<file path="config.mk">
export PLATFORM = sky130hd
export DESIGN_NAME = vdp_regs
export DESIGN_NICKNAME = d
export VERILOG_FILES = /design/src/source/vdp_pkg.sv /design/src/source/vdp_regs.sv
export VERILOG_INCLUDE_DIRS = /design/src /design/src/source
export SDC_FILE = /design/constraint.sdc
export NUM_CORES = 1
export LEC_CHECK = 0
export BUFFER_PORTS_ARGS = -buffer_cell sky130_fd_sc_hd__buf_2
export CAP_MARGIN = 15
export CORE_AREA = 2 2 39 41
export CTS_CLUSTER_SIZE = 10
export DETAILED_ROUTE_END_ITERATION = 12
export DIE_AREA = 0 0 41 43
export HOLD_SLACK_MARGIN = 0.1
export PLACE_DENSITY = 0.66
export SYNTH_ARGS = -nofsm -noshare
export SYNTH_HDL_FRONTEND = slang
export SYNTH_SLANG_ARGS = --single-unit
export TNS_END_PERCENT = 5
</file>
<file path="constraint.sdc">
create_clock -name clk -period 0.9 [get_ports clk]
set_clock_uncertainty 0.2 [all_clocks]
set_input_delay 0 -clock clk [delete_from_list [all_inputs] [get_ports clk]]
set_output_delay 0 -clock clk [all_outputs]
set_load 0.005 [all_outputs]
</file>
<file path="src/source/vdp_defs.svh">
`ifndef VDP_DEFS_SVH
`define VDP_DEFS_SVH

// VRAM geometry
`define VDP_VRAM_AW        14
`define VDP_NUM_REGS       8

// Raster in pixel clocks and lines
`define VDP_H_TOTAL        342
`define VDP_V_TOTAL        262
`define VDP_H_ACTIVE       256
`define VDP_V_ACTIVE       192

`define VDP_H_SYNC_START   279   // After right border and blanking
`define VDP_H_SYNC_LEN     26
`define VDP_V_SYNC_START   216
`define VDP_V_SYNC_LEN     3

// One byte per 8x8 cell, 32 cells per row
`define VDP_NAME_BASE      14'h0800

`endif

</file>
<file path="src/source/vdp_pkg.sv">
`include "vdp_defs.svh"

package vdp_pkg;

   typedef logic [7:0] vdp_byte_t;

   typedef logic [`VDP_VRAM_AW-1:0] vram_addr_t;

   typedef logic [$clog2(`VDP_NUM_REGS)-1:0] reg_idx_t;

   // CPU port sequencing
   typedef enum logic [1:0] {
      IDLE,          // Ready for any access
      CTRL_SECOND,   // First control byte held
      PREFETCH,      // Read-ahead pending in VRAM
      WRITE_PEND     // Data write pending in VRAM
   } cpu_state_t;

endpackage

</file>
<file path="src/source/vdp_regs.sv">
`include "vdp_defs.svh"

module vdp_regs (
   input  logic               clk,
   input  logic               rst_i,
   input  logic               reg_wstrobe_i,
   input  vdp_pkg::reg_idx_t  reg_addr_i,
   input  vdp_pkg::vdp_byte_t reg_wdata_i,
   input  logic               status_rstrobe_i,
   input  logic               frame_start_i,
   output vdp_pkg::vdp_byte_t status_rdata_o,
   output logic [3:0]         backdrop_o,
   output logic               int_pending_o
);

   vdp_pkg::vdp_byte_t ctrl_regs [`VDP_NUM_REGS];
   logic               frame_flag;

   always_ff @(posedge clk) begin
      if (rst_i) begin
         for (int i = 0; i < `VDP_NUM_REGS; i++) begin
            ctrl_regs[i] <= '0;
         end
      end else if (reg_wstrobe_i) begin
         ctrl_regs[reg_addr_i] <= reg_wdata_i;
      end
   end

   always_ff @(posedge clk) begin
      if (rst_i) begin
         frame_flag <= 1'b0;
      end else if (frame_start_i) begin
         frame_flag <= 1'b1;   // New frame beats a status read
      end else if (status_rstrobe_i) begin
         frame_flag <= 1'b0;
      end
   end

   assign status_rdata_o = {frame_flag, 7'd0};
   assign backdrop_o     = ctrl_regs[7][3:0];

   // Reg 1 bit 5 is the frame interrupt enable
   assign int_pending_o = frame_flag && ctrl_regs[1][5];

endmodule

</file>
-- After elaboration in Yosys (flattened, before gate mapping)
Memory sizes are Yosys's and may differ from the RTL's.
Index checks and enable logic that the tools add are counted.
- reductions and logical operators: 3
- multiplexer cells: 10
- operator list (operator ; count):
    1-bit two-way mux ; 8
    8-bit two-way mux ; 1
    8-bit OR reduction ; 1
    3-bit two-way mux ; 1
    2-bit nonzero test ; 1
    1-bit logical AND ; 1
- memories: 1
- output and inout port bits: 13
- word-level logic and storage cells: 15
- flip-flop bits (word level): 1
- bits in writable memories: 64
- input bits: 16
- memories (memory ; depth ; width ; read ports ; clocked after Yosys merged registers in ; write ports ; RTL line ; RTL):
    ctrl_regs ; 8 ; 8 ; 2 ; 0 ; 8 ; vdp_regs.sv:16 ; vdp_pkg::vdp_byte_t ctrl_regs [`VDP_NUM_REGS];

-- Logic depth before layout (Yosys ltp)
- depth in word-level cells: 5
- depth in mapped cells: 2
- depth with buffers taken out: 2

-- Worst setup path before layout
No wires, ideal clock.
- path kind: input port to flip-flop
- start: input port rst_i
- end: memory ctrl_regs[7][0] (netlist bit) (enable)
- path buffers: 1
- stages on the path: 2
- slack: 87 ps
- arrival: 354 ps
- data required time: 441 ps
- cells stage by stage: buf_6 > a41o_1
- RTL lines (element ; RTL line ; RTL):
    from (decl) ; vdp_regs.sv:5 ; input logic rst_i,
    to (decl) ; vdp_regs.sv:16 ;

==> results.toml <==
[run_status]
status = "complete, but fails checks"
violations = "hold timing, setup timing"

[setup_path]
worstPathRequired_ps = 700
critPathMaxFanout = 1
slowest_stage = "edfxtp_1"
reg2reg_from = "frame_flag$_SDFFE_PP0P_"
criticalPathCategory = "flip-flop to primary output"
path_cells = "and2_1 -> buf_2"
crit_arrival_ps = 830
worst_path_largest_cell_delay_ps = 340
critPathLaunch = "ctrl_regs[1][5]$_SDFFCE_PN0P_"
path_delay_family = "flip-flops"
cp_num_buf_inv = 1
cp-end-kind = "primary output"
start_kind = "flip-flop"

[cts]
cts_setup_buffers = 0
cts_buffers = 3
cts_max_level = 1
cts_root_buffer = "clkbuf_4"
cts_tree = "done"
insertion_delay_ps = 240
max-clock-path-buffers = 2
cts.sinks = 6
clkSlewWorstSetupHoldPaths_ps = 40

[floorplan]
io_pins = 29
rows = 14
start_util_pct = 26.76
die_w_um = 41
fp.dieArea_um2 = 1763
die_y_um = 43
coreArea_um2 = 1384

[yosys]
syn_avg_cell_area_um2 = 10.89
synth.mux.area_fraction_pct = 0
ys_ff_latch = 6
synth.cell_area_um2 = 370.4
synth-main-ff-cell = "edfxtp_1"
synth_top_family_by_area = "simple AND/OR/NAND/NOR gates"
yosysTopAreaCellShare_pct = 40.54
synth_top_cell_by_area = "edfxtp_1"
ys_seq_area_share_pct = 45.95
ys_top_cells_by_area = "edfxtp_1, buf_4, nor3_2"
ys_warn_count = 0
syn_inst = 34
synth.most_common_cell = "buf_4"
synthAdderAreaFrac_pct = 0
yosysUniqueCellTypes = 16
yosys.area_share.xor_xnor_pct = 0
synthTopCellsByCount = "buf_4, edfxtp_1, nand2_1"
async_flop_share_pct = 0
synth-edff-count = 5
yosys.area_share.simple_pct = 26.35
synth_compound_area_share_pct = 6.419

[place]
hpwl_um = 523.1
numPortBuffers = 18
post-place-cells = 67
place.gp.congestion = 0.6095

[timing]
setup_violations = 5
setup_slack_ps = -129.9
hold_slack_ps = -237.0
finalSetupTns_ps = -197.3
slew_viol_final = 0
period_minus_slack_ps = 1030
clock.fmax_mhz = 971.0
hold_viol_final = 7
final.period_utilization_pct = 114.4
rsz0062_at_grt = "true"

[detailed_routing]
dr.pass1.iters = 4
wl_per_cell_um = 8.577
route.vias.total = 285
drt_iter0_markers = 7
ant_nets = 0
avgViaCountPerCell = 4.014
wl_um = 609
drc = 0

[finish]
area_delta_synth_final_pct = 28.04
fin_nets = 72
regArea_um2 = 171.4
multi_input_area_um2 = 147.6
diodes = 0
num-fill-cells = 153
drive_gt1_share_pct = 52.73
instances_no_fill = 71

[power]
internal_power_uw = 536.8
p_sw_share_pct = 22.87
cellLeakagePower_uw = 0.0002227
p_sw_uw = 159.1
power_frac_seq_pct = 46.6
clockPowerShare_pct = 38.9
power_density_nw_per_um2 = 1467
peakVddDrop_mv = 0.3016
combPwrFrac_pct = 14.5

[global_route]
grt_usage_pct = 7.553
grt_pass1_vias = 231
grt_start_max_net_pins = 6
grt_pass1_wl_um = 876
grt_antenna_before_repair = 0
globalRouteOverflowTotal = 0

[flow_run]
max-cap-violations = 0

[hold_path]
hp-class = "primary input to flip-flop"
hp-start = "rst_i"
==> layer usage <==
layer / wire (um) / track usage (%)
met5: 0 / 0
met3: 75 / 3.141
met2: 320 / 11.25
met4: 6 / 6.000
met1: 207 / 7.792
==> path summary, 6_finish.rpt <==
kind / to / slack (ps) / cells after the start
setup / recovery: int_pending_o / -130 / 2
setup reg to reg: frame_flag$_SDFFE_PP0P_ / 130 / 2
hold reg to reg: frame_flag$_SDFFE_PP0P_ / 270 / 2
hold / removal: frame_flag$_SDFFE_PP0P_ / -240 / 2
==> timing repair <==
item	CTS	global route
pin swaps	1	0
gates resized for setup	0	1
endpoints found under the hold margin	11	11
endpoints found under the setup margin	5	6
==> kinds of logic (layout without fill, tap and decap cells) <==
| group | after synthesis | in the layout |
|---|---|---|
| compound gates | 3 | 3 |
| buf+inv | 10 | 25 |
| flops | 6 | 6 |
| other cells | 1 | 7 |
| simple gates | 14 | 14 |
==> state kept, by name, indices dropped and copies added (netlist names) <==
register    count
ctrl_regs       5
frame_flag      1
==> layout make-up <==
class | count | area share [%]
Multi-Input combinational cell | 24 | 31.13
Tap cell | 16 | 4.222
Sequential cell | 6 | 36.15
Inverter | 1 | 0.7916
Clock buffer | 4 | 5.541
Timing Repair Buffer | 20 | 22.16
==> metrics by stage <==
stage               worst slack, ps  hold WS (ps)  instance area, um2  util [%]  total power (uW)
global placement              1.524         25.92               446.7     32.28             428.5
global route                 -184.2        -230.9               474.2     34.27             738.3
detailed placement           -15.24         23.92               446.7     32.28             430.3
CTS                          -138.4        -228.3               473.0     34.18             701.0
floorplan                     87.22        -72.65               392.9         -             400.4
finish                       -129.9        -237.0               474.2     34.27             695.9
==> cells in the final DEF (no fill, tap or decap), drive strengths merged <==
cell,instances
a21oi,1
and2,1
nand2b,1
a41o,1
nor3,4
conb,7
nand2,5
inv,1
a31o,1
edfxtp,5
nand3,1
and4bb,1
clkbuf,4
buf,20
dfxtp,1
nor2,1
==> power by group through the flow <==
stage                     registers [uW]  clock network (uW)  logic, uW
after floorplan                      331                   0       69.1
after global placement               329                   0       99.5
after detailed placement             329                   0        101
after CTS                            324                 275        102
after global routing                 327                 295        117
final                                324                 271        101
No activity file was read; power rests on OpenSTA's default activity.
