<file path="src/source/vdp_defs.svh">
`ifndef VDP_DEFS_SVH
`define VDP_DEFS_SVH

// VRAM geometry
`define VDP_VRAM_AW        14
`define VDP_NUM_REGS       8

// Raster in pixel clocks and lines
`define VDP_H_TOTAL        342
`define VDP_V_TOTAL        262
`define VDP_H_ACTIVE       256
`define VDP_V_ACTIVE       192

`define VDP_H_SYNC_START   279   // After right border and blanking
`define VDP_H_SYNC_LEN     26
`define VDP_V_SYNC_START   216
`define VDP_V_SYNC_LEN     3

// One byte per 8x8 cell, 32 cells per row
`define VDP_NAME_BASE      14'h0800

`endif

</file>
<file path="src/source/vdp_pkg.sv">
`include "vdp_defs.svh"

package vdp_pkg;

   typedef logic [7:0] vdp_byte_t;

   typedef logic [`VDP_VRAM_AW-1:0] vram_addr_t;

   typedef logic [$clog2(`VDP_NUM_REGS)-1:0] reg_idx_t;

   // CPU port sequencing
   typedef enum logic [1:0] {
      IDLE,          // Ready for any access
      CTRL_SECOND,   // First control byte held
      PREFETCH,      // Read-ahead pending in VRAM
      WRITE_PEND     // Data write pending in VRAM
   } cpu_state_t;

endpackage

</file>
<file path="src/source/vdp_video_timer.sv">
`include "vdp_defs.svh"

module vdp_video_timer (
   input  logic                clk,
   input  logic                rst_i,
   input  logic                clk_en_i,
   output logic                sync_h_o,
   output logic                sync_v_o,
   output logic                active_o,
   output logic                fetch_o,
   output vdp_pkg::vram_addr_t fetch_addr_o,
   output logic                fetch_valid_o,
   output logic                frame_start_o
);

   localparam logic [8:0] H_LAST   = 9'(`VDP_H_TOTAL - 1);
   localparam logic [8:0] V_LAST   = 9'(`VDP_V_TOTAL - 1);
   localparam logic [8:0] H_ACT    = 9'(`VDP_H_ACTIVE);
   localparam logic [8:0] V_ACT    = 9'(`VDP_V_ACTIVE);
   localparam logic [8:0] HS_START = 9'(`VDP_H_SYNC_START);
   localparam logic [8:0] HS_END   = 9'(`VDP_H_SYNC_START + `VDP_H_SYNC_LEN);
   localparam logic [8:0] VS_START = 9'(`VDP_V_SYNC_START);
   localparam logic [8:0] VS_END   = 9'(`VDP_V_SYNC_START + `VDP_V_SYNC_LEN);

   logic [8:0] h_cnt;
   logic [8:0] v_cnt;
   logic       in_active;

   assign in_active = (h_cnt < H_ACT) && (v_cnt < V_ACT);

   always_ff @(posedge clk) begin
      if (rst_i) begin
         h_cnt <= '0;
         v_cnt <= '0;
      end else if (clk_en_i) begin
         if (h_cnt == H_LAST) begin
            h_cnt <= '0;
            v_cnt <= (v_cnt == V_LAST) ? 9'd0 : v_cnt + 9'd1;
         end else begin
            h_cnt <= h_cnt + 9'd1;
         end
      end
   end

   always_ff @(posedge clk) begin
      if (rst_i) begin
         sync_h_o      <= 1'b0;
         sync_v_o      <= 1'b0;
         active_o      <= 1'b0;
         fetch_valid_o <= 1'b0;
         frame_start_o <= 1'b0;
      end else begin
         sync_h_o      <= (h_cnt >= HS_START) && (h_cnt < HS_END);
         sync_v_o      <= (v_cnt >= VS_START) && (v_cnt < VS_END);
         active_o      <= in_active;
         fetch_valid_o <= fetch_o;   // VRAM data lands now
         // Counter moves to pixel 0 of the first border line
         frame_start_o <= clk_en_i && (h_cnt == H_LAST) && (v_cnt == V_ACT - 9'd1);
      end
   end

   // One name byte per 8-pixel cell
   assign fetch_o      = clk_en_i && in_active && (h_cnt[2:0] == 3'd0);
   assign fetch_addr_o = `VDP_NAME_BASE + {4'd0, v_cnt[7:3], h_cnt[7:3]};

endmodule

</file>
<file path="config.mk">
export PLATFORM = sky130hd
export DESIGN_NAME = vdp_video_timer
export DESIGN_NICKNAME = d
export VERILOG_FILES = /design/src/source/vdp_pkg.sv /design/src/source/vdp_video_timer.sv
export VERILOG_INCLUDE_DIRS = /design/src /design/src/source
export SDC_FILE = /design/constraint.sdc
export NUM_CORES = 1
export LEC_CHECK = 0
export ABC_AREA = 0
export BUFFER_PORTS_ARGS = -buffer_cell sky130_fd_sc_hd__buf_2
export CAP_MARGIN = 20
export CORE_MARGIN = 2
export CORE_UTILIZATION = 40
export CTS_CLUSTER_DIAMETER = 100
export DETAILED_ROUTE_END_ITERATION = 12
export SYNTH_ARGS = -nofsm -noshare
export SYNTH_HDL_FRONTEND = slang
export SYNTH_SLANG_ARGS = --single-unit
</file>
<file path="constraint.sdc">
create_clock -name clk -period 3.25 [get_ports clk]
set_clock_uncertainty 0.2 [all_clocks]
set_input_delay 0.1625 -clock clk [delete_from_list [all_inputs] [get_ports clk]]
set_output_delay 0.1625 -clock clk [all_outputs]
set_load 0.02 [all_outputs]
</file>
* After elaboration in Yosys (flattened, before gate mapping) *
Index checks and enable logic that the tools add are counted.

word-level totals
  word-level logic and storage cells = 30
  register bits after elaboration = 23
  output and inout port bits = 20
  bits of input ports = 3

cells by class
  equal/unequal tests = 3
  add/sub/neg operators = 3
  reductions and logical operators = 9
  order comparisons = 6
  muxes and demuxes = 2

operator list
  cell                                                                number
  adder 9 x 1 -> 9 bit (second input constant)                        2
  equality test 9 bit (second input constant)                         2
  less-than comparator 9 x 8 -> 1 bit (second input constant)         2
  less-than comparator 9 bit (second input constant)                  2
  2-to-1 mux 9 bit                                                    2
  adder 12 x 10 -> 13 bit (first input constant)                      1
  equality test 9 x 8 -> 1 bit (second input constant)                1
  greater-or-equal comparator 9 x 8 -> 1 bit (second input constant)  1
  greater-or-equal comparator 9 bit (second input constant)           1
  logical AND 1 bit                                                   7
  logical NOT 3 bit                                                   1
  AND reduction 2 bit                                                 1

* Depth between registers and ports, before layout *
  depth in word-level cells = 4
  mapped depth = 7
  gate-level depth less buffers = 6

* Least setup slack after synthesis *
Ideal clock, no wire load.

  path kind = reg2reg
  from = register h_cnt[0]
  to = register v_cnt[3]
  required time = 2.979 ns
  arrival time = 1.524 ns
  setup time = 0.071 ns
  stages on the path, launching flop included = 6
  period minus slack after synthesis = 1.795 ns
  buffers on the path = 0
  setup slack = 1.455 ns
  cell sequence = dfxtp_1 ha_1 and4bb_4 nand3_4 or4b_1 a21oi_1

on the way
  cells in the longest elaborated chain, start to end = 2

RTL lines
  element                               line                   text
  start: declaration                    vdp_video_timer.sv:25  logic [8:0] h_cnt;
  start signal: assignment              vdp_video_timer.sv:40  h_cnt <= h_cnt + 9'd1;
  equality test 9 bit                   vdp_video_timer.sv:36  if (h_cnt == H_LAST) begin
  AND reduction 2 bit (no source line)  -
  end signal: assignment                vdp_video_timer.sv:38  v_cnt <= (v_cnt == V_LAST) ? 9'd0 : v_cnt + 9'd1;
  end: declaration                      vdp_video_timer.sv:26  logic [8:0] v_cnt;

Every way passes these cells.
A chain may end at the register's enable or synchronous reset.

* Final worst setup path *
Ends and elaborated chain as after synthesis.

==> flow_metrics.env <==
export IMPL_tritoncts="yes"
export IMPL_totalWireLength_mm=2.401
export IMPL_clk_insertion_delay_late_ns=0.33
export IMPL_fin_crit_sh_pct=62.49
export IMPL_clockBufferDepth=2
export IMPL_dieArea_um2=3685
export IMPL_place_hpwl_mm=1.637
export IMPL_dp_slack_ns=1.253
export IMPL_place_area_um2=1287
export IMPL_syn_cell_area_um2=1286
export IMPL_die_w_um=60.71
export IMPL_cts_clk_slew_worst_paths_ns=0.14
export IMPL_drv_cap=0
export IMPL_worst_slack_ns=1.219
export IMPL_diodes=0
export IMPL_r2r_slack_ns=1.22
export IMPL_multiInputGateArea_um2=659.4
export IMPL_first_iter_violations=52
export IMPL_whs_path_depth=2
export IMPL_htreeDepth=1
export IMPL_ant_nets=0
export IMPL_hold_end="v_cnt[1]"
export IMPL_cp_end_kind="flip-flop"
export IMPL_arrival_ns=2.10
export IMPL_total_leakage_power_uw=0.0005505
export IMPL_rows=20
export IMPL_stdcell_area_um2=1335
export IMPL_power_uw=468.4
export IMPL_tns_ns=0
export IMPL_seq_area_frac_synth_pct=35.80
export IMPL_synth_cell_type_count=36
export IMPL_synth_cells=153
export IMPL_path_cells="ha_1 -> and4bb_4 -> nand3_4 -> or4b_1 -> a21oi_1"
export IMPL_startpoint="h_cnt[0]"
export IMPL_hold_viol=0
export IMPL_fillers=330
export IMPL_die_y_um=60.71
export IMPL_holdCritPathClass="reg2reg"
export IMPL_crit_path_top_delay_cell="or4b_1"
export IMPL_cts_sinks=23
export IMPL_ff2ff_path_depth=5
export IMPL_grt_max_degree=18
export IMPL_synth_warnings=0
export IMPL_grt_pass1_vias=926
export IMPL_fmax_mhz=492.4
export IMPL_r2r_start="h_cnt[0]"
export IMPL_viasPerCell=5.104
export IMPL_initial_core_util_pct=42.13
export IMPL_grt_pass1_wl_mm=3.912
export IMPL_cts_root_buf="clkbuf_4"
export IMPL_final_cell_mix="23 x dfxtp_1, 18 x buf_2, 16 x nor2_1"
export IMPL_wl_per_cell_um=11.89
export IMPL_drt_pass1_iter_count=4
export IMPL_ys_ff_latch=23
export IMPL_synth_avg_cell_area_um2=8.407
export IMPL_seq_area_um2=460.4
export IMPL_max_stage_delay_ns=0.54
export IMPL_slew_violations=0
export IMPL_post_route_min_period_ns=2.031
export IMPL_worstSetupPathType="reg2reg"
export IMPL_nNetsFinal=168
export IMPL_cts_buffers=3
export IMPL_drive_gt1_share_pct=15.19
export IMPL_drc=0
export IMPL_worstPathMaxFanout=16
export IMPL_place_gp_congestion=0.7522
export IMPL_cp_data_required_time_ns=3.32
export IMPL_regToRegEndpoint="v_cnt[3]"
export IMPL_p_per_area_nw_per_um2=350.9
export IMPL_status="completed"
export IMPL_irDropWorstVdd_mv=0.1257
export IMPL_vias=1031
export IMPL_core_area_um2=3053
export IMPL_grt_usage_pct=14.31
export IMPL_area_growth_pct=3.794
export IMPL_setup_viol=0
export IMPL_final_common_cell="dfxtp_1"
export IMPL_pin_count=23
export IMPL_port_buffers=18
export IMPL_overflow=0
export IMPL_cp_start_kind="flip-flop"
export IMPL_rsz0062_at_grt="false"
export IMPL_post_cts_repair_setup_buffers=0
export IMPL_antenna_found_initial=0
export IMPL_hold_path_startpoint="v_cnt[1]"
## worst max path at each step
stage | cells after the start | slack (ns) | endpoint
floorplan | 5 | 1.46 | v_cnt[3]
global placement | 5 | 1.30 | v_cnt[3]
detailed placement | 5 | 1.25 | v_cnt[3]
CTS | 5 | 1.23 | v_cnt[3]
global route | 5 | 1.12 | v_cnt[3]
finish | 5 | 1.22 | v_cnt[3]
## worst max-delay path: cells and delay by family (launching register included)
| kind | cells | cell delay [ns] |
|---|---|---|
| adders and majority gates | 1 | 0.20 |
| DFF | 1 | 0.50 |
| and+or+nand+nor | 3 | 0.95 |
| AOI/OAI and AO/OA | 1 | 0.13 |
## metrics by stage
step                std cells  util (%)  hold slack [ns]
floorplan                 155         -           0.1278
global placement          196     42.17           0.2730
detailed placement        196     42.17           0.2998
CTS                       202     43.73           0.3194
global route              202     43.73           0.3359
finish                    202     43.73           0.3137
## registers in the layout, indices dropped and copies added, names as in the netlist
signal and cells:
v_cnt 9, sync_h_o 1, active_o 1, sync_v_o 1, h_cnt 9, frame_start_o 1
fetch_valid_o 1
## synthesized netlist by cell type, drive strengths merged
| cell type | n | area, um^2 |
|---|---|---|
| a211oi | 1 | 7.510 |
| a21o | 2 | 15.01 |
| a21oi | 11 | 55.05 |
| a311oi | 1 | 8.760 |
| and2 | 1 | 6.260 |
| and2b | 1 | 7.510 |
| and3 | 5 | 31.28 |
| and4 | 1 | 8.760 |
| and4bb | 1 | 16.27 |
| buf | 19 | 143.9 |
| clkbuf | 2 | 7.510 |
| conb | 2 | 7.510 |
| dfxtp | 23 | 460.4 |
| ha | 6 | 75.07 |
| inv | 6 | 22.52 |
| mux2i | 1 | 10.01 |
| nand2 | 13 | 48.80 |
| nand2b | 4 | 25.02 |
| nand3 | 6 | 42.54 |
| nand4 | 7 | 43.79 |
| nor2 | 16 | 60.06 |
| nor3 | 1 | 5.000 |
| nor4 | 1 | 6.260 |
| nor4b | 2 | 17.52 |
| o21ai | 3 | 15.01 |
| o22ai | 1 | 6.260 |
| o31ai | 1 | 7.510 |
| o32ai | 1 | 8.760 |
| or3 | 1 | 6.260 |
| or4 | 4 | 30.03 |
| or4b | 1 | 10.01 |
| xnor2 | 1 | 8.760 |
| xor2 | 7 | 61.31 |
## layer usage
metal | routed length (um) | track usage (%) | up-vias
met4 | 48 | 8.385 | 0
li1 | - | - | 522
met5 | 0 | 0 | -
met1 | 1172 | 17.75 | 485
met2 | 1094 | 23.20 | 20
met3 | 86 | 2.559 | 4
## area by class of cell
class                      count  share of cell area, %
inverter                       6                  1.687
multi-input combinational    105                  49.39
tap                           44                  4.124
sequential                    23                  34.49
clock buffer                   3                  1.687
timing repair buffer          20                  8.247
clock inverter                 1                 0.3749
## logic make-up after synthesis
family                   synth area share, %
adder cells (fa/ha/maj)                5.836
multiplexers                          0.7782
XOR/XNOR                               5.448
buffers and inverters                  13.52
AO/OA/AOI/OAI                          9.630
other                                 0.5839
AND/OR/NAND/NOR                        28.41
flip-flops                             35.80
## report_power, final
part	switching (uW)	internal (uW)
sequential	5.46	286
clock	94.5	46.2
combinational	22.8	13.1
total	123	346
## what timing repair did
item,CTS,global route
hold buffers,2,0
hold endpoints to repair,8,0
resized for setup,0,0
Note: power is estimated with default switching activity, not from simulation.
