===== src/source/vdp_defs.svh =====
`ifndef VDP_DEFS_SVH
`define VDP_DEFS_SVH

// VRAM geometry
`define VDP_VRAM_AW        14
`define VDP_NUM_REGS       8

// Raster in pixel clocks and lines
`define VDP_H_TOTAL        342
`define VDP_V_TOTAL        262
`define VDP_H_ACTIVE       256
`define VDP_V_ACTIVE       192

`define VDP_H_SYNC_START   279   // After right border and blanking
`define VDP_H_SYNC_LEN     26
`define VDP_V_SYNC_START   216
`define VDP_V_SYNC_LEN     3

// One byte per 8x8 cell, 32 cells per row
`define VDP_NAME_BASE      14'h0800

`endif


===== src/source/vdp_pkg.sv =====
`include "vdp_defs.svh"

package vdp_pkg;

   typedef logic [7:0] vdp_byte_t;

   typedef logic [`VDP_VRAM_AW-1:0] vram_addr_t;

   typedef logic [$clog2(`VDP_NUM_REGS)-1:0] reg_idx_t;

   // CPU port sequencing
   typedef enum logic [1:0] {
      IDLE,          // Ready for any access
      CTRL_SECOND,   // First control byte held
      PREFETCH,      // Read-ahead pending in VRAM
      WRITE_PEND     // Data write pending in VRAM
   } cpu_state_t;

endpackage


===== src/source/vdp_cpu_port.sv =====
module vdp_cpu_port (
   input  logic                clk,
   input  logic                rst_i,
   input  vdp_pkg::vdp_byte_t  cd_i,
   input  logic                csr_i,
   input  logic                csw_i,
   input  logic                mode_i,
   input  logic                cpu_done_i,
   input  vdp_pkg::vdp_byte_t  cpu_rdata_i,
   input  vdp_pkg::vdp_byte_t  status_rdata_i,
   output vdp_pkg::vdp_byte_t  cq_o,
   output logic                cpu_req_o,
   output logic                cpu_we_o,
   output vdp_pkg::vram_addr_t cpu_addr_o,
   output vdp_pkg::vdp_byte_t  cpu_wdata_o,
   output logic                reg_wstrobe_o,
   output vdp_pkg::reg_idx_t   reg_addr_o,
   output vdp_pkg::vdp_byte_t  reg_wdata_o,
   output logic                status_rstrobe_o
);

   vdp_pkg::cpu_state_t state;
   vdp_pkg::vram_addr_t addr;
   vdp_pkg::vdp_byte_t  ctrl_lo;    // First control byte
   vdp_pkg::vdp_byte_t  read_buf;   // Read-ahead byte
   logic                accept;
   logic                ctrl_wr;
   logic                data_wr;
   logic                ctrl_rd;
   logic                data_rd;

   // Strobes are dropped while a VRAM access is outstanding
   assign accept = (state == vdp_pkg::IDLE) || (state == vdp_pkg::CTRL_SECOND);

   assign ctrl_wr = accept && csw_i && mode_i;
   assign data_wr = accept && csw_i && !mode_i;
   assign ctrl_rd = accept && csr_i && mode_i;
   assign data_rd = accept && csr_i && !mode_i;

   assign cpu_req_o  = (state == vdp_pkg::PREFETCH) || (state == vdp_pkg::WRITE_PEND);
   assign cpu_we_o   = (state == vdp_pkg::WRITE_PEND);
   assign cpu_addr_o = addr;

   // Second byte with bit 7 set selects a register write
   assign reg_wstrobe_o    = ctrl_wr && (state == vdp_pkg::CTRL_SECOND) && cd_i[7];
   assign reg_addr_o       = cd_i[2:0];
   assign reg_wdata_o      = ctrl_lo;
   assign status_rstrobe_o = ctrl_rd;

   always_ff @(posedge clk) begin
      if (rst_i) begin
         state <= vdp_pkg::IDLE;
         addr  <= '0;
      end else begin
         case (state)
            vdp_pkg::IDLE,
            vdp_pkg::CTRL_SECOND: begin
               if (ctrl_wr) begin
                  if (state == vdp_pkg::IDLE) begin
                     state <= vdp_pkg::CTRL_SECOND;
                  end else if (cd_i[7]) begin
                     state <= vdp_pkg::IDLE;
                  end else begin
                     addr  <= {cd_i[5:0], ctrl_lo};
                     // Bit 6 clear is a read setup, fill the buffer
                     state <= cd_i[6] ? vdp_pkg::IDLE : vdp_pkg::PREFETCH;
                  end
               end else if (data_wr) begin
                  state <= vdp_pkg::WRITE_PEND;
               end else if (data_rd) begin
                  addr  <= addr + 1'b1;
                  state <= vdp_pkg::PREFETCH;
               end else if (ctrl_rd) begin
                  state <= vdp_pkg::IDLE;   // Resets byte toggle
               end
            end
            vdp_pkg::PREFETCH: begin
               if (cpu_done_i) begin
                  state <= vdp_pkg::IDLE;
               end
            end
            vdp_pkg::WRITE_PEND: begin
               if (cpu_done_i) begin
                  addr  <= addr + 1'b1;
                  state <= vdp_pkg::IDLE;
               end
            end
            default: state <= vdp_pkg::IDLE;
         endcase
      end
   end

   always_ff @(posedge clk) begin
      if (ctrl_wr && (state == vdp_pkg::IDLE)) begin
         ctrl_lo <= cd_i;
      end
      if (data_wr) begin
         cpu_wdata_o <= cd_i;
      end
      if ((state == vdp_pkg::PREFETCH) && cpu_done_i) begin
         read_buf <= cpu_rdata_i;
      end
      if (data_rd) begin
         cq_o <= read_buf;
      end else if (ctrl_rd) begin
         cq_o <= status_rdata_i;   // Sampled before the flag clears
      end
   end

endmodule


===== config.mk =====
export PLATFORM = sky130hd
export DESIGN_NAME = vdp_cpu_port
export DESIGN_NICKNAME = d
export VERILOG_FILES = /design/src/source/vdp_pkg.sv /design/src/source/vdp_cpu_port.sv
export VERILOG_INCLUDE_DIRS = /design/src /design/src/source
export SDC_FILE = /design/constraint.sdc
export NUM_CORES = 1
export LEC_CHECK = 0
export BUFFER_PORTS_ARGS = -buffer_cell sky130_fd_sc_hd__clkbuf_2
export CAP_MARGIN = 10
export CORE_MARGIN = 8
export CORE_UTILIZATION = 40
export CTS_BUF_LIST = sky130_fd_sc_hd__clkbuf_4
export CTS_CLUSTER_SIZE = 25
export DETAILED_ROUTE_END_ITERATION = 10
export GPL_ROUTABILITY_DRIVEN = 1
export HOLD_SLACK_MARGIN = 0.08
export PLACE_DENSITY_LB_ADDON = 0.15
export SLEW_MARGIN = 15
export SYNTH_ARGS = -nofsm -noshare
export SYNTH_HDL_FRONTEND = slang
export SYNTH_SLANG_ARGS = --single-unit

===== constraint.sdc =====
create_clock -name clk -period 2.7 [get_ports clk]
set_input_delay 0.135 -clock clk [delete_from_list [all_inputs] [get_ports clk]]
set_output_delay 0.135 -clock clk [all_outputs]
set_load 0.01 [all_outputs]

# ---- Word-level counts from Yosys, hierarchy flattened
# Cells that the tools add are included.
dict set report classes {
  n_addsub 1
  eq_ne 10
  n_mux 18
  reduce_logical 20
}
# cell count
set op_table {}
lappend op_table {{$mux 14} 6}
lappend op_table {{$pmux 14 s2} 1}
lappend op_table {{$mux 2} 8}
lappend op_table {{$mux 8} 2}
lappend op_table {{$add 14x1->14 const B} 1}
lappend op_table {{$ne 3x3->1 const B} 4}
lappend op_table {{$logic_and 1x1->1} 10}
lappend op_table {{$reduce_and 6->1} 1}
lappend op_table {{$ne 5x5->1 const B} 1}
lappend op_table {{$eq 2x2->1 const B} 2}
lappend op_table {{$pmux 2 s2} 1}
lappend op_table {{$reduce_bool 2->1} 2}
lappend op_table {{$reduce_or 2->1} 2}
lappend op_table {{$eq 2x1->1 const B} 1}
lappend op_table {{$logic_not 2->1} 1}
lappend op_table {{$logic_or 1x1->1} 2}
lappend op_table {{$ne 2x1->1 const B} 1}
lappend op_table {{$ne 2x2->1 const B} 1}
lappend op_table {{$reduce_and 2->1} 1}
lappend op_table {{$logic_not 1->1} 1}
dict set report totals {
  ff_bits 48
  input_bits 30
  output_inout_bits 45
  elab_cells 55
}

# ---- Longest topological paths before layout
# Gate-level depths: netlist (run 1).
dict set report logic_depth {
  word_depth 9
  ltp_mapped 6
  mapped_depth_nobuf 5
}

# ---- Least setup slack after synthesis (run 1)
# OpenSTA, ideal clock, no wires.
dict set report synth_timing {
  kind {reg-to-reg}
  start {reg state[1]}
  end {reg cq_o[0], data pin}
  setup_ps 260
  arrival_ps 1485
  path_slack_ps 955
  stages_incl_launch_ff 5
  cell_sequence {dfxtp_1 -> nor2b_1 -> and2b_2 -> buf_2 -> mux2_2}
}
dict set report synth_between {
  elab_chain_cells 5
}
# element line
set synth_rtl {}
lappend synth_rtl {{start: declaration} vdp_cpu_port.sv:22} ;# vdp_pkg::cpu_state_t state;
lappend synth_rtl {{start signal: assignment} vdp_cpu_port.sv:52} ;# state <= vdp_pkg::IDLE;
lappend synth_rtl {{start signal: assignment} vdp_cpu_port.sv:60} ;# state <= vdp_pkg::CTRL_SECOND;
lappend synth_rtl {{start signal: assignment} vdp_cpu_port.sv:62} ;# state <= vdp_pkg::IDLE;
lappend synth_rtl {{$eq 2x1->1 or $logic_not 2->1 (tied branches)} vdp_cpu_port.sv:33} ;# assign accept = (state == vdp_pkg::IDLE) || (state == vdp_pkg::CTRL_SECOND);
lappend synth_rtl {{$logic_or 1x1->1 *} vdp_cpu_port.sv:33}
lappend synth_rtl {{$logic_and 1x1->1 * (2 in a row)} vdp_cpu_port.sv:38} ;# assign data_rd = accept && csr_i && !mode_i;
lappend synth_rtl {{$mux 8 *} vdp_cpu_port.sv:103} ;# if (data_rd) begin
lappend synth_rtl {{end signal: assignment} vdp_cpu_port.sv:104} ;# cq_o <= read_buf;
lappend synth_rtl {{end signal: assignment} vdp_cpu_port.sv:106} ;# cq_o <= status_rdata_i;
lappend synth_rtl {{end: declaration} vdp_cpu_port.sv:11} ;# output vdp_pkg::vdp_byte_t cq_o,
# Mark *: on every way between the ends. The rest lies on a longest branch, timed or not.
# A chain may end at the register's enable or synchronous reset.

# ---- Worst setup path in the final report (run 1)
dict set report layout_timing {
  start {reg state[1]}
  end {out reg_wstrobe_o}
}
dict set report layout_between {
  elab_chain_cells 6
}
# element line
set layout_rtl {}
lappend layout_rtl {{$eq 2x1->1 or $logic_not 2->1 (tied branches)} {vdp_cpu_port.sv:33, vdp_cpu_port.sv:45}}
lappend layout_rtl {{$logic_or 1x1->1} vdp_cpu_port.sv:33}
lappend layout_rtl {{$logic_and 1x1->1 (2 in a row)} vdp_cpu_port.sv:35} ;# assign ctrl_wr = accept && csw_i && mode_i;
lappend layout_rtl {{$logic_and 1x1->1 * (2 in a row)} vdp_cpu_port.sv:45} ;# assign reg_wstrobe_o = ctrl_wr && (state == vdp_pkg::CTRL_SECOND) && cd_i[7];
lappend layout_rtl {{end: declaration} vdp_cpu_port.sv:16} ;# output logic reg_wstrobe_o,
# Marked as above.

==> results of run 1 <==
power by group through the flow:
stage                     logic, uW  clock network (uW)  registers (uW)
after global routing            223                 469             851
after global placement          177                   0             862
after detailed placement        178                   0             862
after floorplan                95.5                   0             867
final                           205                 421             846
after CTS                       207                 435             846
cell families after synthesis:
kind of cell	Yosys count
AOI/OAI and AO/OA	46
and+or+nand+nor	66
adders and majority gates	1
buffers and inverters	23
DFF	48
muxes	9
through the flow:
stage	hold slack (ns)	area (sq um)	utilization [%]	power [uW]	setup slack [ns]
2_1_floorplan	0.234	2220	-	962	0.955
4_1_cts	0.125	2940	54.0	1490	0.793
6_report	0.141	2940	54.0	1470	0.816
3_5_place_dp	0.314	2620	48.1	1040	0.955
3_3_place_gp	0.313	2620	48.1	1040	1.03
5_1_grt	0.132	2940	54.0	1540	0.683
worst max-delay path, cell delays in order, from the launching register on:
cell	delay (ns)
sky130_fd_sc_hd__dfxtp_1	0.45
sky130_fd_sc_hd__and3b_2	0.59
sky130_fd_sc_hd__and3_1	0.22
sky130_fd_sc_hd__clkbuf_2	0.13
path summary, 6_finish.rpt:
kind                  startpoint             end  slack, ns  depth (start not counted)
setup / recovery        state[1]   reg_wstrobe_o       0.82                          3
hold / removal        cpu_done_i        state[1]       0.14                          4
hold reg to reg   cpu_addr_o[13]  cpu_addr_o[13]       0.51                          2
setup reg to reg        state[1]  reg_wdata_o[2]       0.98                          3
registers in the layout (all words and copies together) (netlist names):
signal / cells
cpu_wdata_o: 8
cpu_addr_o: 14
read_buf: 8
state: 2
reg_wdata_o: 8
cq_o: 8
per-layer routing:
metal | up-vias | track usage (%) | wire [um]
li1 | 917 | - | -
met1 | 886 | 15.9 | 2510
met2 | 62 | 24.2 | 2890
met3 | 6 | 4.66 | 396
met4 | 0 | 4.16 | 58
met5 | - | 0 | 0
cell type report:
class | count | share of cell area [%]
Sequential cell | 48 | 43.6
Clock inverter | 2 | 1.19
Clock buffer | 6 | 1.53
Timing Repair Buffer | 100 | 21.3
Tap cell | 72 | 3.07
Inverter | 8 | 1.02
Multi-Input combinational cell | 122 | 28.3
synthesized netlist by cell type, types with 3 or more instances:
master,number
sky130_fd_sc_hd__o32ai_1,4
sky130_fd_sc_hd__nand4_1,7
sky130_fd_sc_hd__a22oi_1,6
sky130_fd_sc_hd__mux2_2,8
sky130_fd_sc_hd__nor3_1,5
sky130_fd_sc_hd__o21ai_0,7
sky130_fd_sc_hd__buf_4,3
sky130_fd_sc_hd__clkbuf_1,6
sky130_fd_sc_hd__nand3_1,6
sky130_fd_sc_hd__edfxtp_1,32
sky130_fd_sc_hd__nand2_1,18
sky130_fd_sc_hd__o221ai_1,4
sky130_fd_sc_hd__o31a_1,5
sky130_fd_sc_hd__a21oi_1,4
sky130_fd_sc_hd__inv_1,8
sky130_fd_sc_hd__buf_2,5
sky130_fd_sc_hd__dfxtp_1,16
sky130_fd_sc_hd__and2_1,5
sky130_fd_sc_hd__nor2b_1,4
sky130_fd_sc_hd__nor2_1,6
sky130_fd_sc_hd__and3_1,4
what timing repair did:
item | 4_1_cts | 5_1_grt
hold buffers | 24 | 0
hold endpoints to repair | 32 | 0
setup buffers | 0 | 0
==> impl_summary.md, run 1 <==
Status
The flow ran to the end, and the final reports show no timing, DRC or antenna violations.

CTS
The clock-pin transition on the worst setup and hold timing paths is 0.13 ns. The number of H-tree levels is 2. Once the clock tree was built, the resizer swapped 0 gates to a different size. At the later pin of the worst-skew pair, clock insertion delay measures 0.35 ns. The cell sitting at the root of the clock tree is a sky130_fd_sc_hd__clkbuf_4. TritonCTS built the clock tree. The maximum clock insertion buffer count is 2. Buffers inserted during clock tree synthesis total 5. The clock drives 48 sinks.

Die
The number of I/O pins is between 70 and 80. The y dimension of the die is around 90 um. The initial utilization of the core area, before any placement, comes to between 40 and 50%. The floorplan step defined a die boundary enclosing a little over 8000 sq um. The die is 90.5 um wide. The initialized floorplan defines 27 standard-cell rows. After floorplanning, the core was sized to cover 5440 sq um.

Synth
The share of the synthesized netlist area taken by xor and xnor gates is 0%. Summing the areas of all compound-gate instances in the mapped netlist gives 16.1% of the synthesized area. The register area share after synthesis is 57.8%. Sorting the synthesized cells by area gives the leading types as sky130_fd_sc_hd__edfxtp_1, sky130_fd_sc_hd__dfxtp_1, sky130_fd_sc_hd__mux2_2. Synthesis produced a netlist whose cell count is 193. Yosys mapped a number of flops with a built-in enable equal to 32. The cell area after technology mapping is 2220 sq um. The number of distinct library cells after synthesis is 45.

After synthesis, the largest area contributor takes up 43.3% of total cell area. For this run, the leading register cell type out of synthesis is sky130_fd_sc_hd__edfxtp_1. The Yosys step of the flow raised 0 warnings. The mux share of post-synthesis cell area is 4.51%. The synthesized netlist devotes 16.4% of its cell area to simple gates. By area, the combinational part of the netlist is dominated by simple AND/OR/NAND/NOR gates. Summing the areas of all fa, ha and maj instances in the mapped netlist gives less than 1% of the synthesized area.

The total nets after synthesis is between 200 and 250. Averaged over all synthesized cells, the footprint is around 11 sq um. The fraction of registers with async set/reset is 0%. The cell type with the largest total area after synthesis is sky130_fd_sc_hd__edfxtp_1.

After synthesis the netlist holds a flip-flop and latch count of 48.

STA
The worst-margin pin slew is 0.656 ns. In this run the tightest slew margin relative to its limit is 56.1%. The routed design could run at a clock period as short as 1.88 ns. The post-route clock period utilization is 69.8%. Summed over all failing endpoints, the final setup total negative slack is 0 ns. Derived from the worst setup path, the maximum achievable clock frequency is 531 MHz. The count of endpoints failing setup in the final report is 0. The number of hold-slack violations in the final timing report was 0. The maximum clock skew at final layout is between 0.01 and 0.015 ns. Setup repair after global routing left no endpoint under its margin. The final number of max-transition violations is 0.

Layout
The sequential standard cell area is between 1000 and 1500 sq um. The library cells used most frequently in the layout, excluding fill and tap cells, are sky130_fd_sc_hd__clkbuf_2, sky130_fd_sc_hd__edfxtp_1, sky130_fd_sc_hd__dlygate4sd3_1, sky130_fd_sc_hd__nand2_1, sky130_fd_sc_hd__dfxtp_1. From synthesis to final layout, the design area changed by 32.6%. Cells with a size suffix above 1 make up 35.3% of the layout. Leaving out fill and tap cells, the most frequent cell in the layout is sky130_fd_sc_hd__clkbuf_2. The total number of nets in the final design is 316. The count of inserted antenna diode cells is 0.

The non-filler instance count after layout is 358. The total of fill cells in the finished design is roughly 510. The total area of multi-input combinational cells is approximately 830 sq um.

Route
Wires add up to slightly below 6 mm. The post-detailed-route DRC marker count is 0. The DRC violation total after the first TritonRoute iteration is 114. In the final routed layout, each cell accounts on average for approximately 16 um.

The detail route stage leaves a number of antenna-violating nets equal to 0. The total vias in the final route is approximately 1900. The length of the first detailed-routing pass in iterations is 4. The average vias per placed instance is 5.23.

Global route
The total overflow left after global routing is 0. The first global-routing pass estimated ~9.3 mm of wire. The initial antenna violation count is 0. The via count of the first global-routing pass was between 1500 and 2000. The global-route usage over all layers is 14.0%. The maximum number of pins on one net before global-route repair is 27.

Pwr
The part of the total power dissipated in sequential elements is between 50% and 60%. Of the total power, combinational logic draws 13.9%. The fraction of power spent switching nets is 23.7%. The clock network is responsible for 28.6% of the overall power. In this run the power density over the cells is 501 nW/um^2.

The cell internal power dissipation is between 1000 and 1500 uW. For this design the total switching power over the nets is 348 uW. The total leakage power is between 0.001 and 0.0015 uW.

The worst-case IR drop observed on VDD is between 0.2 and 0.25 mV.

Placed design
The instance count after placement with tap cells included is about 330. Summed over all nets, the half-perimeter wirelength after detailed placement is about 4.2 mm. The count of buffers added on input and output ports is 74.

The final weighted congestion of routability-driven global placement is approximately 0.8.

Flow run
Across the run, the number of max-cap violations was 0.

Min path
The path type of the worst min-delay path is primary input to flop.

Worst setup path
The endpoint class of the critical path is a primary output. The critical path arrival is 1.75 ns. The maximum net fanout on the critical path is 26. The startpoint type of the worst setup path is a flop. The worst setup path category is flop to primary output.

At the worst endpoint, the required time is 2.57 ns.
Power figures use the tool's default switching activity.
==> run 2: changes to the inputs <==
clock period = 1.8 ns   (was 2.7 ns; I/O delays follow)
==> impl_summary.md, run 2 (synthesized netlist as in run 1, its figures left out) <==
STA
The final number of max-transition violations is 0 (unchanged). The maximum clock skew at final layout is 0.0128 ns (+0.000485 ns). The final total negative setup slack is 0 ns (unchanged). The worst-margin pin slew was 0.549 ns (-0.107 ns).

Setup repair after global routing left no endpoint under its margin. The relative slew slack came to 63.4% (+7.3 points). The minimum clock period after layout is 1.63 ns. The number of hold-slack violations in the final timing report was 0 (unchanged). The count of endpoints failing setup in the final report is 0 (unchanged). Timing would allow up to a little over 600 MHz. The post-route clock period utilization is roughly nine tenths.

Route
The final wirelength came to 6.05 mm (+3.4%). The per-cell routed wire length is 16.5 um (+1.2%). The DRC violation total after the first TritonRoute iteration is 110 (-3.5%). The average vias per placed instance came to 5.39 (+3.2%). The length of the first detailed-routing pass in iterations is 4 (unchanged). The remaining number of nets flagged by the antenna check after routing is 0 (unchanged). The total vias in the final route is 1974 (+5.5%).

The post-detailed-route DRC marker count is 0 (unchanged).

Layout
The total number of nets in the final design was 324 (+2.5%). The library cell used most frequently in the layout, excluding fill and tap cells, is sky130_fd_sc_hd__clkbuf_2. The number of flip-flops under the largest register name is 14 (unchanged). The post-route cell area is 2990 sq um (+1.8%). The area growth from synthesis to layout is 35.0%. In the layout the commonest cells are sky130_fd_sc_hd__clkbuf_2, sky130_fd_sc_hd__edfxtp_1, sky130_fd_sc_hd__dlygate4sd3_1, sky130_fd_sc_hd__nand2_1, sky130_fd_sc_hd__dfxtp_1.

The fraction of layout cells with a size suffix above 1 is 36.7% (+1.4 points). The count of inserted antenna diode cells is 0 (unchanged).

Worst setup path
The path depth of the worst reg2reg path is 4 (+1). The worst setup path is captured at a primary output. The slowest stage of the critical path is the sky130_fd_sc_hd__and3b_4 cell. The endpoint identified for the worst register-to-register timing path is cpu_addr_o[10]. The reg-to-reg critical path startpoint is state[0]. The critical path data required time came to 1.71 ns (-0.86 ns). The delay of the slowest critical-path stage is 0.43 ns (-0.16 ns). The critical path arrival is 1.54 ns (-0.21 ns). The maximum net fanout on the critical path is 13 (-50%). STA classifies the critical path startpoint as a flop. The worst setup path is of the flop to primary output kind. The register-to-register setup slack is 0.18 ns (-0.80 ns).

Walking the worst path, the cells encountered are and3b_4 -> and3_1 -> clkbuf_2.

CTS
CTS placed an instance of sky130_fd_sc_hd__clkbuf_4 at the clock tree root. The clock latency on the worst-skew pair was 0.36 ns (about the same). The maximum clock insertion buffer count came to 2 (unchanged).

The TritonCTS clock tree is built. The number of buffers added by the clock tree synthesis step came to 5 (unchanged). The buffers inserted during post-CTS setup optimization was 0 (unchanged). The clock-pin transition on the worst setup and hold timing paths came to 0.13 ns (about the same). The TritonCTS sink count is 48 (unchanged). The number of H-tree levels was 2 (unchanged).

Die
The y dimension of the die came to 90.5 um (unchanged). The core box area is 5440 sq um (unchanged). The number of I/O pins is 75 (unchanged). The die footprint is 8180 sq um (unchanged). The initial core utilization is 40.8% (unchanged). The die width is 90.5 um (unchanged). The number of placement rows is 27 (unchanged).

Global route
The via count of the first global-routing pass is 2042 (+9.8%). The maximum number of pins on one net before global-route repair is 17 (-37%). The global-route usage over all layers is 14.9% (+0.93 points). The initial antenna violation count is 0 (unchanged). The remaining global-route overflow is 0 (unchanged). The first-pass GRT wire length is 10.0 mm (+7.5%).

Status
The flow ran to the end, and the final reports show no timing, DRC or antenna violations.

Placed design
The detailed placement HPWL is 4.39 mm (+5.3%). The number of buffers inserted by port buffering is 74 (unchanged). The final weighted congestion of routability-driven global placement is 0.822 (+2.6%). The cell area after placement is 2680 sq um (+2.5%).

Flow run
The number of max-capacitance violations reported came to 0 (unchanged).

Pwr
The areal power density over the cells came to 696 nW/um^2 (+39%). The overall power consumption came to 2080 uW (+42%). The maximum vdd drop is 0.340 mV (+37%).

The total leakage power is 0.00119 uW (+2.2%).

Min path
The path type of the worst min-delay path is primary input to flop. The sink of the worst hold path is state[1]. The hold-critical path depth is 4 (unchanged). The origin of the worst min-delay path is cpu_done_i.
-- run 2: cell count changes in the layout (fill, tap and decap cells not counted), sizes merged --
cell	change
buf	+7
clkinvlp	+2
and3b	+1
bufinv	-1
clkbuf	-1
-- run 2: report_power, final --
part / switching (uW) / internal (uW)
registers: 36.7 / 1230
logic: 168 / 157
clock network: 338 / 148
-- run 2: worst max-delay path by stage --
stage | from | end | slack (ns) | cells past startpoint
global placement | state[1] | cpu_addr_o[6] | 0.20 | 4
CTS | state[1] | reg_wstrobe_o | 0.07 | 3
global route | state[0] | cpu_addr_o[8] | 0.04 | 4
detailed placement | state[1] | cpu_addr_o[6] | 0.17 | 4
floorplan | state[1] | cq_o[0] | 0.05 | 4
finish | state[1] | reg_wstrobe_o | 0.17 | 3
-- run 2: layer usage --
metal / wire [um] / track usage [%] / part of all wire, % / vias to the layer above
li1: - / - / - / 938
met1: 2490 / 16.6 / 41 / 940
met2: 3030 / 26.6 / 50 / 86
met3: 449 / 4.82 / 7.4 / 10
met4: 80 / 3.74 / 1.3 / 0
met5: 0 / 0 / 0 / -
-- run 2: what timing repair did --
item | 4_1_cts | 5_1_grt
cloned | 1 | 0
gates resized for setup | 1 | 1
setup endpoints to repair | 1 | 7
endpoints found under the hold margin | 33 | 0
hold buffers | 24 | 0
-- run 2: final cells by class --
| type | count | area [sq um] |
|---|---|---|
| inverter | 8 | 30.0 |
| clock inverter | 3 | 18.8 |
| tap | 72 | 90.1 |
| multi-input combinational | 123 | 843 |
| clock buffer | 5 | 37.5 |
| sequential | 48 | 1280 |
| timing repair buffer | 107 | 691 |
| fill | 493 | 2450 |
-- run 2: worst max-delay path: cells and delay by family (launching register included) --
| family | cells | cell delay [ns] |
|---|---|---|
| simple gates | 2 | 0.63 |
| flops | 1 | 0.42 |
| buf+inv | 1 | 0.14 |
-- run 2: through the flow --
stage,hold slack [ns],cells,utilization (%),worst slack (ns)
floorplan,0.189,193,-,0.0547
global placement,0.268,333,49.3,0.196
detailed placement,0.269,333,49.3,0.172
CTS,0.0864,366,55.0,0.0686
global route,0.104,366,55.0,0.0427
finish,0.0874,366,55.0,0.173
==> run 3: changes to the inputs <==
CTS_BUF_LIST = not set   (was sky130_fd_sc_hd__clkbuf_4)
==> impl_summary.md, run 3 (synthesized netlist as in run 1, its figures left out) <==
Worst setup path
The worst setup path category is flop to primary output. STA classifies the critical path startpoint as a flop. On the critical path the largest part of the delay comes from simple AND/OR/NAND/NOR gates. The maximum net fanout on the critical path is 26 (+13). The slowest stage of the critical path is the sky130_fd_sc_hd__and3b_4 cell.

The critical path arrival was 1.56 ns (+0.02 ns). The count of buffering cells on the critical path with inverters included was 1 (unchanged). The delay of the slowest critical-path stage was 0.51 ns (+0.08 ns). The endpoint class of the critical path is a primary output. The critical path data required time is 1.71 ns (about the same). Walking the worst path, the cells encountered are and3b_4 -> and3_1 -> clkbuf_2.

STA
The worst-margin pin slew came to 0.477 ns (-0.0720 ns). The count of endpoints failing setup in the final report is 0 (unchanged). The final total negative setup slack is 0 ns (unchanged). The minimum clock period after layout is 1.65 ns (+0.0193 ns). The number of hold-slack violations in the final timing report came to 0 (unchanged). The post-route clock period utilization is 91.4% (+1.1 points). The relative slew slack came to 68.0% (+4.6 points). The maximum clock skew at final layout was 0.00597 ns (-0.00680 ns). The final number of max-transition violations is 0 (unchanged).

The upper clock frequency limit was 608 MHz (-1.2%). Setup repair after global routing left no endpoint under its margin.

Route
The length of the first detailed-routing pass in iterations is 4 (unchanged). The per-cell routed wire length was 16.1 um (-2.5%). The post-detailed-route DRC marker count is 0 (unchanged).

The average vias per placed instance was 5.41 (+0.34%). The DRC violation total after the first TritonRoute iteration came to 108 (-1.8%). The remaining number of nets flagged by the antenna check after routing is 0 (unchanged).

The total vias in the final route is 1932 (-2.1%). The final wirelength is 5.75 mm (-4.9%).

Global route
The met3 global-route usage is 4.49% (-0.33 points). The remaining global-route overflow is 0 (unchanged). The via count of the first global-routing pass came to 1982 (-2.9%). The highest-utilization routing layer at the global route stage is met2. The initial antenna violation count is 0 (unchanged). The global-route met2 utilization is 25.8% (-0.86 points). The maximum number of pins on one net before global-route repair is 27 (+10). The fraction of met1 tracks used by global routing was 15.7% (-0.91 points). The global-route usage over all layers is 14.3% (-0.63 points). The first-pass GRT wire length came to 9.65 mm (-3.8%).

Layout
The fraction of layout cells with a size suffix above 1 is 37.9% (+1.2 points). The area growth from synthesis to layout is 32.4%. The total of fill cells in the finished design was 504 (+2.2%). The total number of nets in the final design is 315 (-2.8%). The library cell used most frequently in the layout, excluding fill and tap cells, is sky130_fd_sc_hd__clkbuf_2. The number of flip-flops under the largest register name is 14 (unchanged).

The post-route cell area is 2940 sq um (-1.9%). The count of inserted antenna diode cells is 0 (unchanged). The total area of multi-input combinational cells was 835 sq um (-1.0%). In the layout the commonest cells are sky130_fd_sc_hd__clkbuf_2, sky130_fd_sc_hd__edfxtp_1, sky130_fd_sc_hd__nand2_1, sky130_fd_sc_hd__dlygate4sd3_1, sky130_fd_sc_hd__dfxtp_1.

The sequential standard cell area is 1280 sq um (unchanged). The final core utilization is 54.0% (-1.1 points).

CTS
The maximum clock insertion buffer count is 2 (unchanged). The tree is rooted in a sky130_fd_sc_hd__clkbuf_8. The number of buffers added by the clock tree synthesis step is 5 (unchanged). The number of H-tree levels is 2 (unchanged). The clock-pin transition on the worst setup and hold timing paths is 0.09 ns (-0.04 ns). The TritonCTS clock tree is built.

The TritonCTS sink count is 48 (unchanged). The clock latency on the worst-skew pair came to 0.29 ns (-0.07 ns).

Status
The flow ran to the end, and the final reports show no timing, DRC or antenna violations.

Die
The die footprint is 8180 sq um (unchanged). The core box area is 5440 sq um (unchanged). The number of I/O pins is 75 (unchanged).

The die width is 90.5 um (unchanged). The number of placement rows is 27 (unchanged). The initial core utilization was 40.8% (unchanged). The y dimension of the die is 90.5 um (unchanged).

Pwr
The switching component of the power came to 549 uW (+1.1%). The cell internal power dissipation is 1650 uW (+7.0%). The maximum vdd drop is 0.426 mV (+25%). The total leakage power was 0.00116 uW (-2.2%). The part of the total power dissipated in sequential elements is 57.8% (-3.2 points). The portion of total power attributed to combinational logic is 14.0% (-1.6 points).

The overall power consumption is 2200 uW (+5.5%). The fraction of power spent switching nets is 25.0% (-1.1 points). The relative contribution of the clock network to total power is 28.2% (+4.9 points). The areal power density over the cells came to 748 nW/um^2 (+7.5%).

Flow run
The number of max-capacitance violations reported was 0 (unchanged).

Placed design
The number of buffers inserted by port buffering came to 74 (unchanged). The final weighted congestion of routability-driven global placement is 0.822 (unchanged). The detailed placement HPWL came to 4.39 mm (unchanged). The cell area after placement is 2680 sq um (unchanged).

Min path
The path class of the tightest hold or removal check is primary input to flop.
[run 3: changes by cell type in the layout (fill, tap and decap cells not counted), sizes merged]
cell         change
and3b            -1
dlygate4sd3      -8
[run 3: path summary, 6_finish.rpt]
kind                          start              to  slack [ns]  depth (start not counted)
setup / recovery           state[1]   reg_wstrobe_o        0.15                          3
setup reg to reg           state[0]  cpu_addr_o[10]        0.19                          4
hold reg to reg      cpu_addr_o[13]  cpu_addr_o[13]        0.51                          2
hold / removal    status_rdata_i[7]         cq_o[7]         0.1                          2
[run 3: what timing repair did]
item,4_1_cts,5_1_grt
hold buffers,16,0
setup buffers,0,0
endpoints found under the setup margin,0,2
resized for setup,0,2
endpoints found under the hold margin,24,0
[run 3: layout make-up]
| class | instances | share of cell area, % |
|---|---|---|
| clock buffer | 5 | 2.34 |
| clock inverter | 3 | 0.639 |
| inverter | 8 | 1.02 |
| multi-input combinational | 122 | 28.4 |
| sequential | 48 | 43.7 |
| tap | 72 | 3.07 |
| timing repair buffer | 99 | 20.8 |
[run 3: per-layer routing]
metal	routed length (um)	vias to the layer above
li1	-	922
met3	429	10
met5	0	-
met4	72	0
met1	2360	919
met2	2890	81
[run 3: stage by stage]
step                      std cells  hold WS [ns]  setup slack (ns)
after detailed placement        333         0.269             0.172
final                           357        0.0968             0.154
after global routing            357        0.0930            0.0474
after CTS                       357        0.0845            0.0254
after floorplan                 193         0.189            0.0547
after global placement          333         0.268             0.196
[run 3: power groups by stage]
| stage | clock [uW] | combinational, uW | sequential [uW] |
|---|---|---|---|
| after detailed placement | 0 | 280 | 1290 |
| after CTS | 644 | 309 | 1270 |
| after global routing | 684 | 340 | 1280 |
| after floorplan | 0 | 143 | 1300 |
| final | 620 | 307 | 1270 |
| after global placement | 0 | 280 | 1290 |
